$ cat src/common/sv32_pkg.sv
package sv32_pkg;

  // ------------------------------------------------------------------------
  // address geometry
  // ------------------------------------------------------------------------

  localparam int VADDR_W    = 32;
  localparam int PADDR_W    = 34;
  localparam int PG_IDX_W   = 12;
  localparam int VPN_W      = 20;
  localparam int VPN_PART_W = 10;
  localparam int PPN_W      = 22;

  // mode bit of satp, the root ppn sits in the low PPN_W bits
  localparam int SATP_MODE_BIT = 31;

  // ------------------------------------------------------------------------
  // page-table entry
  // ------------------------------------------------------------------------

  // full entry width
  localparam int PTE_WIDTH   = 32;
  // ppn field starts above the flags and the two rsw bits
  localparam int PTE_PPN_LSB = 10;

  localparam int PTE_V = 0;
  localparam int PTE_R = 1;
  localparam int PTE_W = 2;
  localparam int PTE_X = 3;
  localparam int PTE_U = 4;
  localparam int PTE_G = 5;
  localparam int PTE_A = 6;
  localparam int PTE_D = 7;

  // privilege levels as encoded in mstatus.mpp
  typedef enum logic [1:0] {
    PRV_U = 2'b00,
    PRV_S = 2'b01,
    PRV_M = 2'b11
  } priv_t;

endpackage

$ cat src/common/mmu_pkg.sv
package mmu_pkg;

  // ------------------------------------------------------------------------
  // TLB organisation
  // ------------------------------------------------------------------------

  localparam int TLB_ENTRIES = 8;
  localparam int TLB_IDX_W   = 3;

  // access kind coming from the load/store unit or the fetch path
  typedef enum logic [1:0] {
    CMD_LOAD  = 2'd0,
    CMD_STORE = 2'd1,
    CMD_FETCH = 2'd2
  } acc_cmd_t;

  // ------------------------------------------------------------------------
  // state machines
  // ------------------------------------------------------------------------

  // miss handling in the TLB
  typedef enum logic [1:0] {
    ST_READY           = 2'd0,
    ST_REQUEST         = 2'd1,
    ST_WAIT            = 2'd2,
    ST_WAIT_INVALIDATE = 2'd3
  } tlb_state_t;

  // two-level walk
  typedef enum logic [1:0] {
    PTW_IDLE = 2'd0,
    PTW_L1   = 2'd1,
    PTW_L0   = 2'd2,
    PTW_DONE = 2'd3
  } ptw_state_t;

endpackage

$ cat src/tlb/tlb_entry_array.sv
`timescale 1ns/1ps

module tlb_entry_array
  import sv32_pkg::*, mmu_pkg::*;
(
  input  logic                 i_clk,
  input  logic                 i_reset_n,

  input  logic [VPN_W-1:0]     i_lookup_vpn,
  output logic                 o_hit,
  output logic [PTE_WIDTH-1:0] o_hit_pte,
  output logic                 o_hit_mega,

  input  logic                 i_fill_valid,
  input  logic [VPN_W-1:0]     i_fill_vpn,
  input  logic [PTE_WIDTH-1:0] i_fill_pte,
  input  logic                 i_fill_mega,
  input  logic                 i_flush
);

  logic [TLB_ENTRIES-1:0] r_valid;
  logic [TLB_IDX_W-1:0]   r_victim;
  logic [VPN_W-1:0]       r_tag [TLB_ENTRIES];
  logic                   r_mega [TLB_ENTRIES];
  logic [PTE_WIDTH-1:0]   r_pte [TLB_ENTRIES];

  logic [TLB_ENTRIES-1:0] w_match;
  logic                   w_write;

  // a flush wins over a fill in the same cycle
  assign w_write = i_fill_valid & ~i_flush;

  // ------------------------------------------------------------------------
  // tag compare
  // ------------------------------------------------------------------------

  // megapages ignore VPN[0]
  for (genvar e = 0; e < TLB_ENTRIES; e++) begin : g_match
    assign w_match[e] = r_valid[e]
                      & (r_tag[e][VPN_W-1 -: VPN_PART_W] == i_lookup_vpn[VPN_W-1 -: VPN_PART_W])
                      & (r_mega[e] | (r_tag[e][VPN_PART_W-1:0] == i_lookup_vpn[VPN_PART_W-1:0]));
  end

  // at most one entry matches, so the fields are simply OR-ed together
  always_comb begin
    o_hit      = 1'b0;
    o_hit_pte  = '0;
    o_hit_mega = 1'b0;
    for (int e = 0; e < TLB_ENTRIES; e++) begin
      o_hit      = o_hit | w_match[e];
      o_hit_pte  = o_hit_pte | ({PTE_WIDTH{w_match[e]}} & r_pte[e]);
      o_hit_mega = o_hit_mega | (w_match[e] & r_mega[e]);
    end
  end

  // ------------------------------------------------------------------------
  // valid bits and round-robin victim
  // ------------------------------------------------------------------------

  always_ff @(posedge i_clk or negedge i_reset_n) begin
    if (!i_reset_n) begin
      r_valid  <= '0;
      r_victim <= '0;
    end else if (i_flush) begin
      r_valid <= '0;
    end else if (i_fill_valid) begin
      r_valid[r_victim] <= 1'b1;
      r_victim          <= r_victim + 1'b1;
    end
  end

  // entry payload
  always_ff @(posedge i_clk) begin
    if (w_write) begin
      r_tag[r_victim]  <= i_fill_vpn;
      r_mega[r_victim] <= i_fill_mega;
      r_pte[r_victim]  <= i_fill_pte;
    end
  end

endmodule

$ cat src/tlb/tlb.sv
`timescale 1ns/1ps

module tlb
  import sv32_pkg::*, mmu_pkg::*;
(
  input  logic                 i_clk,
  input  logic                 i_reset_n,

  input  logic                 i_req_valid,
  input  logic [VADDR_W-1:0]   i_req_vaddr,
  input  acc_cmd_t             i_req_cmd,
  input  logic [1:0]           i_req_size,
  output logic                 o_req_ready,
  output logic                 o_resp_miss,
  output logic [PADDR_W-1:0]   o_resp_paddr,
  output logic                 o_resp_pf,
  output logic                 o_resp_ma,

  input  logic                 i_sfence_valid,
  input  logic                 i_kill,
  input  priv_t                i_priv,
  input  logic                 i_satp_mode,
  input  logic                 i_mstatus_sum,
  input  logic                 i_mstatus_mxr,

  output logic                 o_ptw_req_valid,
  output logic [VPN_W-1:0]     o_ptw_req_vpn,
  input  logic                 i_ptw_req_ready,
  input  logic                 i_ptw_resp_valid,
  input  logic [PTE_WIDTH-1:0] i_ptw_resp_pte,
  input  logic                 i_ptw_resp_mega
);

  tlb_state_t r_state;
  logic [VPN_W-1:0]     r_refill_vpn;

  logic [VPN_W-1:0]     w_vpn;
  logic                 w_vm_on;
  logic                 w_hit;
  logic [PTE_WIDTH-1:0] w_hit_pte;
  logic                 w_hit_mega;
  logic [PPN_W-1:0]     w_ppn;
  logic                 w_perm_fault;
  logic [1:0]           w_align_mask;

  assign w_vpn   = i_req_vaddr[VADDR_W-1:PG_IDX_W];
  // machine mode always runs untranslated
  assign w_vm_on = i_satp_mode & (i_priv != PRV_M);

  tlb_entry_array tlb_entry_array_i (
    .i_clk        (i_clk),
    .i_reset_n    (i_reset_n),
    .i_lookup_vpn (w_vpn),
    .o_hit        (w_hit),
    .o_hit_pte    (w_hit_pte),
    .o_hit_mega   (w_hit_mega),
    .i_fill_valid (i_ptw_resp_valid & (r_state == ST_WAIT)),
    .i_fill_vpn   (r_refill_vpn),
    .i_fill_pte   (i_ptw_resp_pte),
    .i_fill_mega  (i_ptw_resp_mega),
    .i_flush      (i_sfence_valid)
  );

  // ------------------------------------------------------------------------
  // response
  // ------------------------------------------------------------------------

  assign w_ppn = w_hit_pte[PTE_WIDTH-1:PTE_PPN_LSB];

  always_comb begin
    if (!w_vm_on) begin
      o_resp_paddr = {{(PADDR_W-VADDR_W){1'b0}}, i_req_vaddr};
    end else if (w_hit_mega) begin
      // VPN[0] passes straight through for a megapage
      o_resp_paddr = {w_ppn[PPN_W-1:VPN_PART_W], i_req_vaddr[VADDR_W-VPN_PART_W-1:0]};
    end else begin
      o_resp_paddr = {w_ppn, i_req_vaddr[PG_IDX_W-1:0]};
    end
  end

  // permission, A/D and privilege checks on the hit entry
  assign w_perm_fault =
      ~w_hit_pte[PTE_V] | ~w_hit_pte[PTE_A]
    | ((i_req_cmd == CMD_STORE) & (~w_hit_pte[PTE_W] | ~w_hit_pte[PTE_D]))
    | ((i_req_cmd == CMD_LOAD) & ~(w_hit_pte[PTE_R] | (w_hit_pte[PTE_X] & i_mstatus_mxr)))
    | ((i_req_cmd == CMD_FETCH) & ~w_hit_pte[PTE_X])
    | ((i_priv == PRV_U) & ~w_hit_pte[PTE_U])
    | ((i_priv == PRV_S) & w_hit_pte[PTE_U] & ((i_req_cmd == CMD_FETCH) | ~i_mstatus_sum));

  assign o_resp_pf   = w_vm_on & w_hit & w_perm_fault;
  assign o_resp_miss = w_vm_on & ~w_hit;

  always_comb begin
    case (i_req_size)
      2'd0:    w_align_mask = 2'b00;
      2'd1:    w_align_mask = 2'b01;
      default: w_align_mask = 2'b11;
    endcase
  end

  assign o_resp_ma = |(i_req_vaddr[1:0] & w_align_mask);

  // ------------------------------------------------------------------------
  // miss handling
  // ------------------------------------------------------------------------

  assign o_req_ready     = (r_state == ST_READY);
  assign o_ptw_req_valid = (r_state == ST_REQUEST) & ~i_kill;
  assign o_ptw_req_vpn   = r_refill_vpn;

  always_ff @(posedge i_clk or negedge i_reset_n) begin
    if (!i_reset_n) begin
      r_state <= ST_READY;
    end else begin
      case (r_state)
        ST_READY: begin
          if (i_req_valid & o_resp_miss) begin
            r_state <= ST_REQUEST;
          end
        end
        ST_REQUEST: begin
          if (i_kill) begin
            r_state <= ST_READY;
          end else if (i_ptw_req_ready) begin
            r_state <= i_sfence_valid ? ST_WAIT_INVALIDATE : ST_WAIT;
          end else if (i_sfence_valid) begin
            r_state <= ST_READY;
          end
        end
        ST_WAIT: begin
          // the array drops the fill itself if a flush lands on this edge
          if (i_ptw_resp_valid) begin
            r_state <= ST_READY;
          end else if (i_sfence_valid) begin
            r_state <= ST_WAIT_INVALIDATE;
          end
        end
        default: begin
          if (i_ptw_resp_valid) begin
            r_state <= ST_READY;
          end
        end
      endcase
    end
  end

  always_ff @(posedge i_clk) begin
    if (o_req_ready & i_req_valid & o_resp_miss) begin
      r_refill_vpn <= w_vpn;
    end
  end

endmodule

$ cat src/ptw/ptw.sv
`timescale 1ns/1ps

module ptw
  import sv32_pkg::*, mmu_pkg::*;
(
  input  logic                 i_clk,
  input  logic                 i_reset_n,

  input  logic [VADDR_W-1:0]   i_satp,

  input  logic                 i_req_valid,
  input  logic [VPN_W-1:0]     i_req_vpn,
  output logic                 o_req_ready,
  output logic                 o_resp_valid,
  output logic [PTE_WIDTH-1:0] o_resp_pte,
  output logic                 o_resp_mega,

  // Wishbone classic read master
  output logic                 o_wb_cyc,
  output logic                 o_wb_stb,
  output logic [PADDR_W-1:0]   o_wb_adr,
  input  logic [PTE_WIDTH-1:0] i_wb_dat,
  input  logic                 i_wb_ack
);

  ptw_state_t r_state;
  logic                 r_cyc;
  logic [VPN_W-1:0]     r_vpn;
  logic [PADDR_W-1:0]   r_adr;
  logic [PTE_WIDTH-1:0] r_pte;
  logic                 r_mega;

  logic                 w_ack;
  logic                 w_leaf;
  logic                 w_wr_bad;
  logic                 w_pointer;
  logic                 w_fault;
  logic [PTE_WIDTH-1:0] w_res_pte;

  assign w_ack = r_cyc & i_wb_ack;

  // ------------------------------------------------------------------------
  // decode of the returned entry
  // ------------------------------------------------------------------------

  assign w_leaf    = i_wb_dat[PTE_R] | i_wb_dat[PTE_X];
  assign w_wr_bad  = i_wb_dat[PTE_W] & ~i_wb_dat[PTE_R];
  assign w_pointer = i_wb_dat[PTE_V] & ~w_leaf & ~i_wb_dat[PTE_W];

  always_comb begin
    if (r_state == PTW_L1) begin
      // a megapage leaf needs PPN[0] clear
      w_fault = ~i_wb_dat[PTE_V] | w_wr_bad
              | (w_leaf & (|i_wb_dat[PTE_PPN_LSB +: VPN_PART_W]));
    end else begin
      // level 0 has to end in a leaf
      w_fault = ~i_wb_dat[PTE_V] | w_wr_bad | ~w_leaf;
    end
    w_res_pte        = i_wb_dat;
    w_res_pte[PTE_V] = i_wb_dat[PTE_V] & ~w_fault;
  end

  // ------------------------------------------------------------------------
  // walk control
  // ------------------------------------------------------------------------

  always_ff @(posedge i_clk or negedge i_reset_n) begin
    if (!i_reset_n) begin
      r_state <= PTW_IDLE;
      r_cyc   <= 1'b0;
    end else begin
      case (r_state)
        PTW_IDLE: begin
          if (i_req_valid) begin
            r_state <= PTW_L1;
            r_cyc   <= 1'b1;
          end
        end
        PTW_L1: begin
          if (w_ack) begin
            r_cyc   <= 1'b0;
            r_state <= w_pointer ? PTW_L0 : PTW_DONE;
          end
        end
        PTW_L0: begin
          // bus is idle for one cycle between the two reads
          if (!r_cyc) begin
            r_cyc <= 1'b1;
          end else if (w_ack) begin
            r_cyc   <= 1'b0;
            r_state <= PTW_DONE;
          end
        end
        default: begin
          r_state <= PTW_IDLE;
        end
      endcase
    end
  end

  always_ff @(posedge i_clk) begin
    if ((r_state == PTW_IDLE) & i_req_valid) begin
      r_vpn <= i_req_vpn;
      r_adr <= {i_satp[PPN_W-1:0], i_req_vpn[VPN_W-1 -: VPN_PART_W], 2'b00};
    end else if (w_ack) begin
      // next level address, only used when the entry was a pointer
      r_adr  <= {i_wb_dat[PTE_WIDTH-1:PTE_PPN_LSB], r_vpn[VPN_PART_W-1:0], 2'b00};
      r_pte  <= w_res_pte;
      r_mega <= (r_state == PTW_L1);
    end
  end

  assign o_req_ready  = (r_state == PTW_IDLE);
  assign o_resp_valid = (r_state == PTW_DONE);
  assign o_resp_pte   = r_pte;
  assign o_resp_mega  = r_mega;

  assign o_wb_cyc = r_cyc;
  assign o_wb_stb = r_cyc;
  assign o_wb_adr = r_adr;

endmodule

$ cat src/rtl/mmu_top.sv
`timescale 1ns/1ps

module mmu_top
  import sv32_pkg::*, mmu_pkg::*;
(
  input  logic                 i_clk,
  input  logic                 i_reset_n,

  input  logic                 i_req_valid,
  input  logic [VADDR_W-1:0]   i_req_vaddr,
  input  acc_cmd_t             i_req_cmd,
  input  logic [1:0]           i_req_size,
  output logic                 o_req_ready,
  output logic                 o_resp_miss,
  output logic [PADDR_W-1:0]   o_resp_paddr,
  output logic                 o_resp_pf,
  output logic                 o_resp_ma,

  input  logic                 i_sfence_valid,
  input  logic                 i_kill,
  input  priv_t                i_priv,
  input  logic [VADDR_W-1:0]   i_satp,
  input  logic                 i_mstatus_sum,
  input  logic                 i_mstatus_mxr,

  output logic                 o_wb_cyc,
  output logic                 o_wb_stb,
  output logic [PADDR_W-1:0]   o_wb_adr,
  input  logic [PTE_WIDTH-1:0] i_wb_dat,
  input  logic                 i_wb_ack
);

  // TLB to walker
  logic                 ptw_req_valid;
  logic [VPN_W-1:0]     ptw_req_vpn;
  logic                 ptw_req_ready;
  logic                 ptw_resp_valid;
  logic [PTE_WIDTH-1:0] ptw_resp_pte;
  logic                 ptw_resp_mega;

  tlb tlb_i (
    .i_clk            (i_clk),
    .i_reset_n        (i_reset_n),
    .i_req_valid      (i_req_valid),
    .i_req_vaddr      (i_req_vaddr),
    .i_req_cmd        (i_req_cmd),
    .i_req_size       (i_req_size),
    .o_req_ready      (o_req_ready),
    .o_resp_miss      (o_resp_miss),
    .o_resp_paddr     (o_resp_paddr),
    .o_resp_pf        (o_resp_pf),
    .o_resp_ma        (o_resp_ma),
    .i_sfence_valid   (i_sfence_valid),
    .i_kill           (i_kill),
    .i_priv           (i_priv),
    .i_satp_mode      (i_satp[SATP_MODE_BIT]),
    .i_mstatus_sum    (i_mstatus_sum),
    .i_mstatus_mxr    (i_mstatus_mxr),
    .o_ptw_req_valid  (ptw_req_valid),
    .o_ptw_req_vpn    (ptw_req_vpn),
    .i_ptw_req_ready  (ptw_req_ready),
    .i_ptw_resp_valid (ptw_resp_valid),
    .i_ptw_resp_pte   (ptw_resp_pte),
    .i_ptw_resp_mega  (ptw_resp_mega)
  );

  ptw ptw_i (
    .i_clk        (i_clk),
    .i_reset_n    (i_reset_n),
    .i_satp       (i_satp),
    .i_req_valid  (ptw_req_valid),
    .i_req_vpn    (ptw_req_vpn),
    .o_req_ready  (ptw_req_ready),
    .o_resp_valid (ptw_resp_valid),
    .o_resp_pte   (ptw_resp_pte),
    .o_resp_mega  (ptw_resp_mega),
    .o_wb_cyc     (o_wb_cyc),
    .o_wb_stb     (o_wb_stb),
    .o_wb_adr     (o_wb_adr),
    .i_wb_dat     (i_wb_dat),
    .i_wb_ack     (i_wb_ack)
  );

endmodule

$ cat config.mk
export PLATFORM = sky130hd
export DESIGN_NAME = mmu_top
export DESIGN_NICKNAME = d
export VERILOG_FILES = /design/src/common/sv32_pkg.sv /design/src/common/mmu_pkg.sv /design/src/tlb/tlb_entry_array.sv /design/src/tlb/tlb.sv /design/src/ptw/ptw.sv /design/src/rtl/mmu_top.sv
export SDC_FILE = /design/constraint.sdc
export NUM_CORES = 1
export LEC_CHECK = 0
export BUFFER_PORTS_ARGS = -buffer_cell sky130_fd_sc_hd__buf_4
export CAP_MARGIN = 5
export CORE_MARGIN = 2
export CORE_UTILIZATION = 50
export DETAILED_ROUTE_END_ITERATION = 12
export PLACE_DENSITY_LB_ADDON = 0.12
export RECOVER_POWER = 50
export REMOVE_ABC_BUFFERS = 1
export SLEW_MARGIN = 5
export SYNTH_ARGS = -nofsm -noshare
export SYNTH_HDL_FRONTEND = slang
export SYNTH_HIERARCHICAL = 1
export SYNTH_SLANG_ARGS = --single-unit
$ cat constraint.sdc
create_clock -name i_clk -period 6 [get_ports i_clk]
set_input_delay 0.3 -clock i_clk [delete_from_list [all_inputs] [get_ports i_clk]]
set_output_delay 0.3 -clock i_clk [all_outputs]
set_load 0.02 [all_outputs]
==> key figures, run 1 <==
Clocking
  – Post-CTS sizing: 0
  – CTS Sinks: 508
  – Clk buf depth: 3
  – Worst-path clk slew: 0.06 ns
  – CTS Buf Count: 51
  – CTS tree: built
  – Worst skew pair latency: 0.60 ns
  – CTS H-tree depth: 2
  – Root buffer cell: clkbuf_16

STA
  – Highest Clock Rate: roughly 250 MHz
  – Slew headroom: -22.73%
  – Worst slew pin tran: around 1.8 ns
  – Slew Limit Fails: 60
  – Clock period minus final worst setup slack: 4.053 ns
  – Final setup viols: 0
  – Count of final hold-check violations: 0
  – Post-Route Skew: ~0.026 ns
  – Period utilization: roughly 68%
  – RSZ-0062 raised after global routing: false
  – Final setup TNS: 0 ns

Layout
  – Antenna cells: 0
  – Finished Cell Area: approximately 0.024 sq mm
  – Net count, final: approximately 1600
  – Layout cells sized above 1: about 16%
  – Fill count: ~3200
  – Area growth syn-to-layout: 14.88%

Route
  – Post-Route WL: about 53000 microns
  – DRT Pass-1 Iters: 5
  – Final ANT Viol Nets: 0
  – Routed WL per cell: roughly 26 microns
  – Via density: a little under 6
  – Vias after detailed routing: 11810
  – Remaining DRCs: 0
  – 1st-iter DRT viols: 920

Floorplanning
  – Die extent in x: 208.2 microns
  – Core footprint: ~0.04 sq mm
  – Site Rows: 74
  – Io pins: 184
  – Initial Utilization: slightly above 50%
  – Die area: 0.04335 sq mm
  – Die height: approximately 210 microns

Place
  – Placed cell areas: about 0.022 sq mm
  – Detailed placer's ending HPWL: around 30000 microns
  – IO buf count: approximately 150
  – Final Wtd Congestion: around 0.75

Yosys
  – Avg Cell Area, Syn: ~16 sq um
  – Syn. warnings: 6
  – Cell count after synthesis: between 1000 and 1500
  – Mapped cell area: between 0.02 and 0.025 sq mm

Global route
  – Largest net degree at the start of global routing: between 50 and 60
  – Total gr overflow: 0
  – First-pass GRT wire length: around 77000 microns
  – Vias in the first global route: approximately 12000
  – Total track usage: roughly a quarter
  – Initial antenna violation count: 0

Outcome
  – Failing checks: capacitance limit, slew limit
  – Status: finished with violations

Flow run
  – Max Cap Viol: 3

Worst setup path
  – Critical path arrival: 3.75 ns
  – CP endpoint kind: output port
  – Critical path required time: around 5.7 ns
  – Crit path kind: in2out
  – Setup crit start kind: input pin
  – Max FO, Critical Path: 16

Power and ir drop
  – PD cells: 340.1 mW/mm^2
  – Leak pwr: around 8.1 nW
  – Worst IR Drop VDD: roughly 0.21 mV

Worst hold path
  – HP Class: in2reg
-- critical path: stages --
cell and delay, ns:
clkbuf_1 0.68, xnor2_1 0.20, nand4_1 0.24, nor3_4 0.88, buf_4 0.41, nand3_1 0.11
o2111a_1 0.19, nand4_1 0.09, a21oi_1 0.05, o21ai_0 0.14, o2111a_1 0.21, a21oi_1 0.06
buf_4 0.16
-- state kept, by name (all words and copies together) (netlist names) --
signal,count
tlb_i/tlb_entry_array_i/r_victim,3
ptw_i/o_resp_pte,29
tlb_i/tlb_entry_array_i/r_mega,8
tlb_i/r_state,2
tlb_i/tlb_entry_array_i/r_pte,232
tlb_i/tlb_entry_array_i/r_valid,8
ptw_i/o_wb_cyc,1
ptw_i/o_resp_mega,1
ptw_i/r_vpn,10
ptw_i/r_state,2
ptw_i/o_wb_adr,32
tlb_i/o_ptw_req_vpn,20
tlb_i/tlb_entry_array_i/r_tag,160
-- layout by cell type, fill, tap and decap left out, drive strengths merged, types with 38 or more instances in the layout --
cell type,n
nand4,45
nand2,38
dlygate4sd3,45
xnor2,97
nand3,156
clkbuf,159
mux2,56
buf,85
xor2,65
edfxtp,492
-- power by group --
group	switching, W	total (W)	leakage (nW)	internal [W]
Combinational	0.000473	0.000745	2.64	0.000272
Sequential	0.000168	0.00434	4.68	0.00417
Clock	0.00128	0.00306	0.768	0.00178
Total	0.00192	0.00815	8.08	0.00622
-- cell type report --
type                       instances  area, sq um  area share [%]
timing repair buffer             218         1456           6.080
inverter                          12        45.04          0.1880
sequential                       508        15170           63.35
clock inverter                    19        183.9          0.7678
multi-input combinational        663         5035           21.02
tap                              532        665.6           2.779
clock buffer                      71         1394           5.819
-- per-layer routing --
metal	vias up	track usage (%)	share of wire (%)
met3	79	4.257	7.3
met4	0	8.162	2.7
met5	-	0	0
met1	5983	33.45	42
met2	503	40.04	48
li1	5241	-	-
-- per-stage QoR --
step / setup slack (ns) / util (%) / hold slack (ns) / power (W) / instances
after floorplan: 0.8416 / - / 0.004409 / 0.004795 / 1183
after global placement: 2.372 / 54.28 / 0.2018 / 0.005199 / 1888
after detailed placement: 2.318 / 54.28 / 0.2041 / 0.005226 / 1888
after CTS: 1.909 / 59.22 / 0.001259 / 0.008284 / 2023
after global routing: 1.695 / 58.40 / 0.01495 / 0.008413 / 2023
final: 1.947 / 58.40 / 0.02101 / 0.008147 / 2023
-- path summary, 6_finish.rpt --
kind                                                     from                              endpoint  slack (ns)  depth (start not counted)
min in group asynchronous                           i_reset_n    tlb_i/tlb_entry_array_i/r_valid[6]        0.46                          2
max                                           i_req_vaddr[29]                             o_resp_pf        1.95                         13
max reg2reg                                  ptw_i/r_state[1]  tlb_i/tlb_entry_array_i/r_pte[5][22]        1.97                          6
max in group asynchronous                           i_reset_n                      ptw_i/r_state[1]        4.87                          2
min                                                i_satp[12]                    ptw_i/o_wb_adr[24]        0.02                          2
min reg2reg                tlb_i/tlb_entry_array_i/r_valid[0]    tlb_i/tlb_entry_array_i/r_valid[0]        0.48                          1
-- timing repair --
action | CTS | global route
hold buffers | 45 | 0
buffers inserted | 0 | 0
setup endpoints to repair | 0 | 0
hold endpoints to repair | 60 | 0
No activity file was read; power rests on OpenSTA's default activity.
==> run 2, diff against run 1 <==
clock period = 3.68 ns   (was 6 ns; I/O delays follow)
==> run 2 against run 1 <==
Effect of this change: the flow now finishes without violations; largest power group unchanged; critical path type is now reg2out; cell area rose by 3.6%; sequential share of layout area fell by 2.2 points; largest cell class unchanged; clock power rose by 67%; register-to-register slack got worse by 1.4 ns.
==> key figures, run 2 (synthesis results as in run 1) <==
STA
  – Count of final hold-check violations: 0 (unchanged)
  – Post-Route Skew: 0.01893 ns (-0.007371 ns)
  – Slew headroom: 32.15% (+55 points)
  – RSZ-0062 raised after global routing: false
  – Worst slew pin tran: 1.007 ns (-0.8271 ns)
  – Final setup viols: 0 (unchanged)
  – Highest Clock Rate: ~280 MHz
  – Slew Limit Fails: 0 (-100%)
  – Clock period minus final worst setup slack: roughly 3.6 ns
  – Hold WS: 0.1450 ns (+0.1240 ns)
  – Period utilization: 98.44%

Place
  – Cells after DPL: 1916 (+1.5%)
  – Detailed placer's ending HPWL: 32110 microns (+7.4%)
  – Final Wtd Congestion: 0.7671 (+2.2%)
  – IO buf count: 149 (unchanged)
  – Placed cell areas: 0.02259 sq mm (+1.4%)

Worst hold path
  – Hold path depth: 2 (unchanged)
  – HP Class: in2reg

Global route
  – First-pass GRT wire length: 79540 microns (+2.7%)
  – Largest net degree at the start of global routing: 52 (unchanged)
  – Total track usage: 25.01% (+0.55 points)
  – GR Util met2: 40.93% (+0.89 points)
  – Total gr overflow: 0 (unchanged)
  – GRT busiest layer: met2
  – Global routing usage on met1: 34.45% (+1.0 points)
  – GR Layer Usage met3: 3.713% (-0.54 points)
  – Initial antenna violation count: 0 (unchanged)
  – Vias in the first global route: 12360 (+4.3%)

Floorplanning
  – Die height: 208.2 microns (unchanged)
  – Site Rows: 74 (unchanged)
  – Io pins: 184 (unchanged)
  – Die area: 0.04335 sq mm (unchanged)
  – Core footprint: 0.04102 sq mm (unchanged)
  – Die extent in x: 208.2 microns (unchanged)
  – Initial Utilization: 50.84% (unchanged)

Layout
  – Finished Cell Area: 0.02482 sq mm (+3.6%)
  – Most frequent cells in the layout: 492 x edfxtp_1, 156 x nand3_1, 123 x buf_4
  – Most common cell after layout, fill and taps aside: edfxtp_1
  – Antenna cells: 0 (unchanged)
  – Layout cells sized above 1: 19.97% (+4.3 points)
  – Layout Utilization: 60.50% (+2.1 points)
  – Fin cells: 2089 (+3.3%)
  – Reg with most FFs: tlb_i/tlb_entry_array_i/r_pte
  – Max reg flops: 232 (unchanged)
  – Fill count: 3147 (-2.1%)
  – Net count, final: 1635 (+3.9%)
  – Area growth syn-to-layout: 19.02%

Worst setup path
  – CP endpoint kind: output port
  – RR Startpoint: tlb_i/tlb_entry_array_i/r_tag[6][9]
  – Worst path slowest cell: nor4_1
  – Max FO, Critical Path: 11 (-5)
  – Critical path required time: 3.50 ns (-2.20 ns)
  – Max incr delay on CP: 0.61 ns (-0.27 ns)
  – Setup crit start kind: flop
  – Crit path to: o_resp_paddr[12]
  – Crit path from: tlb_i/tlb_entry_array_i/r_tag[6][9]
  – CP most frequent cell: buf_4
  – R2R cell count: 8 (+2)
  – CP Buf/Inv Count: 3 (unchanged)
  – Critical path arrival: 3.44 ns (-0.31 ns)
  – Crit path kind: reg2out
  – Crit-path cells: xor2_1, nor4_1, a41o_2, buf_4, buf_4, a31oi_1, nand4_1, mux2_2, buf_4
  – Delay-heaviest family, CP: simple AND/OR/NAND/NOR gates
  – Critical path depth: 9 (-4)
  – R2R Setup Slk: 0.60 ns (-1.37 ns)
  – Worst reg2reg path endpoint: tlb_i/r_state[1]

Clocking
  – CTS tree: built
  – Worst skew pair latency: 0.60 ns (about the same)
  – Root buffer cell: clkbuf_16
  – Worst-path clk slew: 0.06 ns (about the same)
  – CTS H-tree depth: 2 (unchanged)
  – Clk buf depth: 3 (unchanged)
  – CTS Buf Count: 53 (+3.9%)
  – CTS Sinks: 508 (unchanged)

Route
  – Routed WL per cell: 25.74 microns (-1.4%)
  – 1st-iter DRT viols: 1133 (+23%)
  – Vias after detailed routing: 12190 (+3.2%)
  – Remaining DRCs: 0 (unchanged)
  – DRT Pass-1 Iters: 5 (unchanged)
  – Via density: 5.834 (about the same)
  – Post-Route WL: 53770 microns (+1.9%)
  – Final ANT Viol Nets: 0 (unchanged)

Flow run
  – Max Cap Viol: 0 (-3)

Power and ir drop
  – PD cells: 541.7 mW/mm^2 (+59%)
  – Leak pwr: 8.520 nW (+5.4%)
  – Worst IR Drop VDD: 0.3916 mV (+82%)

Outcome
  – Status: completed
==> run 2: cell count changes in the layout (fill, tap and decap cells not counted), sizes merged <==
cell	delta
clkbuf	-27
buf	+49
inv	+3
clkinv	+9
dlygate4sd3	+31
clkinvlp	+1
==> run 2: metal layers <==
layer | vias up | wire length, microns
li1 | 5379 | -
met1 | 6184 | 22560
met2 | 536 | 25930
met3 | 89 | 3816
met4 | 0 | 1465
met5 | - | 0
==> run 2: power breakdown <==
part | internal, W | leakage [nW] | switching [W]
clock | 0.00294 | 0.820 | 0.00216
combinational | 0.000502 | 3.03 | 0.000778
sequential | 0.00680 | 4.68 | 0.000267
==> run 2: final cells by class <==
class	count	area (sq um)	share of cell area, %
flip-flops and latches	508	15170	61.15
repair buffers	278	2187	8.813
inverters	12	45.04	0.1815
clock inverters	32	265.3	1.069
well taps	532	665.6	2.682
multi-input cells	663	5101	20.56
clock buffers	64	1378	5.551
==> run 2: repair_timing <==
action	4_1_cts	5_1_grt
gates cloned	0	0
buffers inserted	0	1
hold buffers	76	0
resized for setup	2	9
endpoints found under the setup margin	1	5
hold endpoints to repair	90	0
pin swaps	0	3
==> run 2: stage by stage <==
step / power (W) / TNS (ns) / worst slack [ns]
after floorplan: 0.007819 / -179.92 / -1.478
after global placement: 0.008505 / 0 / 0.5157
after detailed placement: 0.008537 / 0 / 0.5035
after CTS: 0.01367 / 0 / 0.01455
after global routing: 0.01388 / 0 / 0.002720
final: 0.01344 / 0 / 0.05728
==> run 2: how the worst min path moves through the flow <==
stage | slack, ns | startpoint | to
finish | 0.14 | i_req_valid | tlb_i/o_ptw_req_vpn[13]
CTS | 0.12 | i_req_valid | tlb_i/o_ptw_req_vpn[13]
global route | 0.13 | i_req_valid | tlb_i/o_ptw_req_vpn[18]
detailed placement | 0.08 | i_reset_n | tlb_i/tlb_entry_array_i/r_valid[5]
global placement | 0.08 | i_reset_n | tlb_i/tlb_entry_array_i/r_valid[5]
floorplan | -0.11 | i_reset_n | ptw_i/o_wb_cyc
==> run 3, diff against run 2 <==
CELL_PAD_IN_SITES_DETAIL_PLACEMENT = 1   (was default)
CELL_PAD_IN_SITES_GLOBAL_PLACEMENT = 1   (was default)
CORE_UTILIZATION = 46   (was 50)
==> run 3 against run 2 <==
Effect of this change: sequential share of layout area is 0.26 points lower; global-route usage hardly changed; flip-flop and latch count stayed put; first-iteration DRC count is 26% lower; fmax is 3.5% higher; setup slack better by 0.12 ns; wire length is 7.4% higher; cell area is 0.43% higher; die area is 8.5% higher; via count is 1.1% higher; combinational power hardly changed; clock power is 2% higher; critical endpoint is now o_resp_paddr[27].
==> key figures, run 3 (synthesis results as in run 1) <==
Worst setup path
  – Crit-path cells: xor2_1, nor4_1, a41o_2, buf_4, nand3_1, o2111a_1, nand4_1, mux2_2, buf_4
  – Critical path required time: 3.50 ns (about the same)
  – Worst path slowest cell: a41o_2
  – Delay-heaviest family, CP: simple AND/OR/NAND/NOR gates
  – CP most frequent cell: buf_4
  – Setup crit start kind: flop
  – Max incr delay on CP: 0.53 ns (-0.08 ns)
  – Crit path kind: reg2out
  – CP Buf/Inv Count: 2 (-1)
  – Max FO, Critical Path: 14 (+3)
  – CP endpoint kind: output port
  – Critical path arrival: 3.32 ns (-0.12 ns)

Route
  – Remaining DRCs: 0 (unchanged)
  – Routed WL per cell: 26.71 microns (+3.8%)
  – Post-Route WL: 57770 microns (+7.4%)
  – DRT Pass-1 Iters: 7 (+2)
  – 1st-iter DRT viols: 836 (-26%)
  – Vias after detailed routing: 12330 (+1.1%)
  – Final ANT Viol Nets: 0 (unchanged)
  – Via density: 5.699 (-2.3%)

STA
  – Slew Limit Fails: 0 (unchanged)
  – Clock period minus final worst setup slack: 3.500 ns (-0.1229 ns)
  – Period utilization: 95.10% (-3.3 points)
  – Highest Clock Rate: 285.7 MHz (+3.5%)
  – Final setup viols: 0 (unchanged)
  – RSZ-0062 raised after global routing: false
  – Slew headroom: 38.91% (+6.8 points)
  – Post-Route Skew: 0.01062 ns (-0.008313 ns)
  – Final setup TNS: 0 ns (unchanged)
  – Worst slew pin tran: 0.9134 ns (-0.09374 ns)
  – Hold WS: 0.05378 ns (-0.09122 ns)
  – Count of final hold-check violations: 0 (unchanged)
  – Post-route setup slack: 0.1802 ns (+0.1229 ns)

Layout
  – Most frequent cells in the layout: 492 x edfxtp_1, 156 x nand3_1, 123 x buf_4
  – Most common cell after layout, fill and taps aside: edfxtp_1
  – Reg with most FFs: tlb_i/tlb_entry_array_i/r_pte
  – Fill count: 4259 (+35%)
  – Max reg flops: 232 (unchanged)
  – Finished Cell Area: 0.02492 sq mm (+0.43%)
  – Net count, final: 1637 (+0.12%)
  – Layout cells sized above 1: 18.49% (-1.5 points)
  – Reg area: 0.01517 sq mm (unchanged)
  – Multi-input logic area: 0.005059 sq mm (-0.83%)
  – Layout Utilization: 55.28% (-5.2 points)
  – Antenna cells: 0 (unchanged)
  – Area growth syn-to-layout: 19.53%

Clocking
  – Worst-path clk slew: 0.06 ns (about the same)
  – CTS H-tree depth: 2 (unchanged)
  – Root buffer cell: clkbuf_16
  – CTS Buf Count: 54 (+1.9%)
  – CTS Sinks: 508 (unchanged)
  – CTS tree: built
  – Worst skew pair latency: 0.59 ns (about the same)
  – Clk buf depth: 3 (unchanged)

Floorplanning
  – Die height: 216.9 microns (+4.2%)
  – Io pins: 184 (unchanged)
  – Die extent in x: 216.9 microns (+4.2%)
  – Core footprint: 0.04509 sq mm (+9.9%)
  – Die area: 0.04705 sq mm (+8.5%)
  – Site Rows: 78 (+5.4%)
  – Initial Utilization: 46.25% (-4.6 points)

Global route
  – Total track usage: 25.05% (+0.034 points)
  – First-pass GRT wire length: 85910 microns (+8.0%)
  – Initial antenna violation count: 0 (unchanged)
  – Largest net degree at the start of global routing: 52 (unchanged)
  – Total gr overflow: 0 (unchanged)
  – Vias in the first global route: 12870 (+4.2%)

Place
  – Detailed placer's ending HPWL: 34730 microns (+8.2%)
  – Pre-CTS WS: 0.5990 ns (+0.09547 ns)
  – IO buf count: 149 (unchanged)
  – Placed cell areas: 0.02269 sq mm (+0.44%)
  – Final Wtd Congestion: 0.7509 (-2.1%)

Outcome
  – Status: completed

Flow run
  – Max Cap Viol: 0 (unchanged)

Worst hold path
  – HP Class: in2reg

Power and ir drop
  – Worst IR Drop VDD: 0.3345 mV (-15%)
  – PD cells: 545.4 mW/mm^2 (+0.67%)
  – Leak pwr: 8.506 nW (-0.17%)
-- run 3: changes by cell type in the layout (fill, tap and decap cells not counted), moves of 6 or more --
| cell | delta |
|---|---|
| mux2_4 | -6 |
| clkinv_1 | +9 |
| nor4_1 | +6 |
| clkbuf_1 | +9 |
| nor4_2 | -6 |
| clkinv_2 | -9 |
-- run 3: worst paths after layout --
kind                                                      from  depth (start not counted)  slack [ns]                                  end
min                                                i_wb_dat[0]                          3        0.05                  ptw_i/o_resp_pte[0]
min in group asynchronous                            i_reset_n                          3        0.56                       ptw_i/o_wb_cyc
max                        tlb_i/tlb_entry_array_i/r_tag[0][9]                          9        0.18                     o_resp_paddr[27]
max reg2reg                tlb_i/tlb_entry_array_i/r_tag[0][9]                          8        0.76                     tlb_i/r_state[0]
max in group asynchronous                            i_reset_n                          4        1.68  tlb_i/tlb_entry_array_i/r_victim[1]
min reg2reg                 tlb_i/tlb_entry_array_i/r_valid[3]                          1        0.48   tlb_i/tlb_entry_array_i/r_valid[3]
-- run 3: timing repair --
item | 4_1_cts | 5_1_grt
buffers inserted | 4 | 2
cloned | 0 | 0
pin swaps | 1 | 1
gates resized for setup | 1 | 1
hold buffers | 75 | 0
endpoints found under the setup margin | 1 | 8
hold endpoints to repair | 92 | 0
-- run 3: final cells by class --
cell class,count,share of cell area (%)
flip-flops and latches,508,60.88
multi-input cells,663,20.30
repair buffers,279,8.855
clock buffers,72,5.949
well taps,600,3.012
clock inverters,29,0.8233
inverters,12,0.1807
-- run 3: report_power, final --
part | leakage (nW) | internal (W) | switching [W]
Combinational | 3.01 | 0.000492 | 0.000813
Sequential | 4.68 | 0.00680 | 0.000284
Clock | 0.819 | 0.00302 | 0.00218
-- run 3: per-layer routing --
layer  GRT usage, %  wire, microns  up-vias  share of wire (%)
li1               -              -     5373                  -
met1          34.55          24710     6432                 43
met2          41.52          28420      439                 49
met3          4.207           3341       82                5.8
met4          6.507           1292        0                2.2
met5              0              0        -                  0
-- run 3: tightest hold or removal path, cell delays in order --
cell and delay [ns]:
buf_4 0.09, o21ai_0 0.14, nor2_1 0.12
-- run 3: stage by stage --
step / total power, W / std cells
floorplan: 0.007819 / 1183
global placement: 0.008537 / 1981
detailed placement: 0.008588 / 1981
CTS: 0.01384 / 2161
global route: 0.01405 / 2163
finish: 0.01359 / 2163
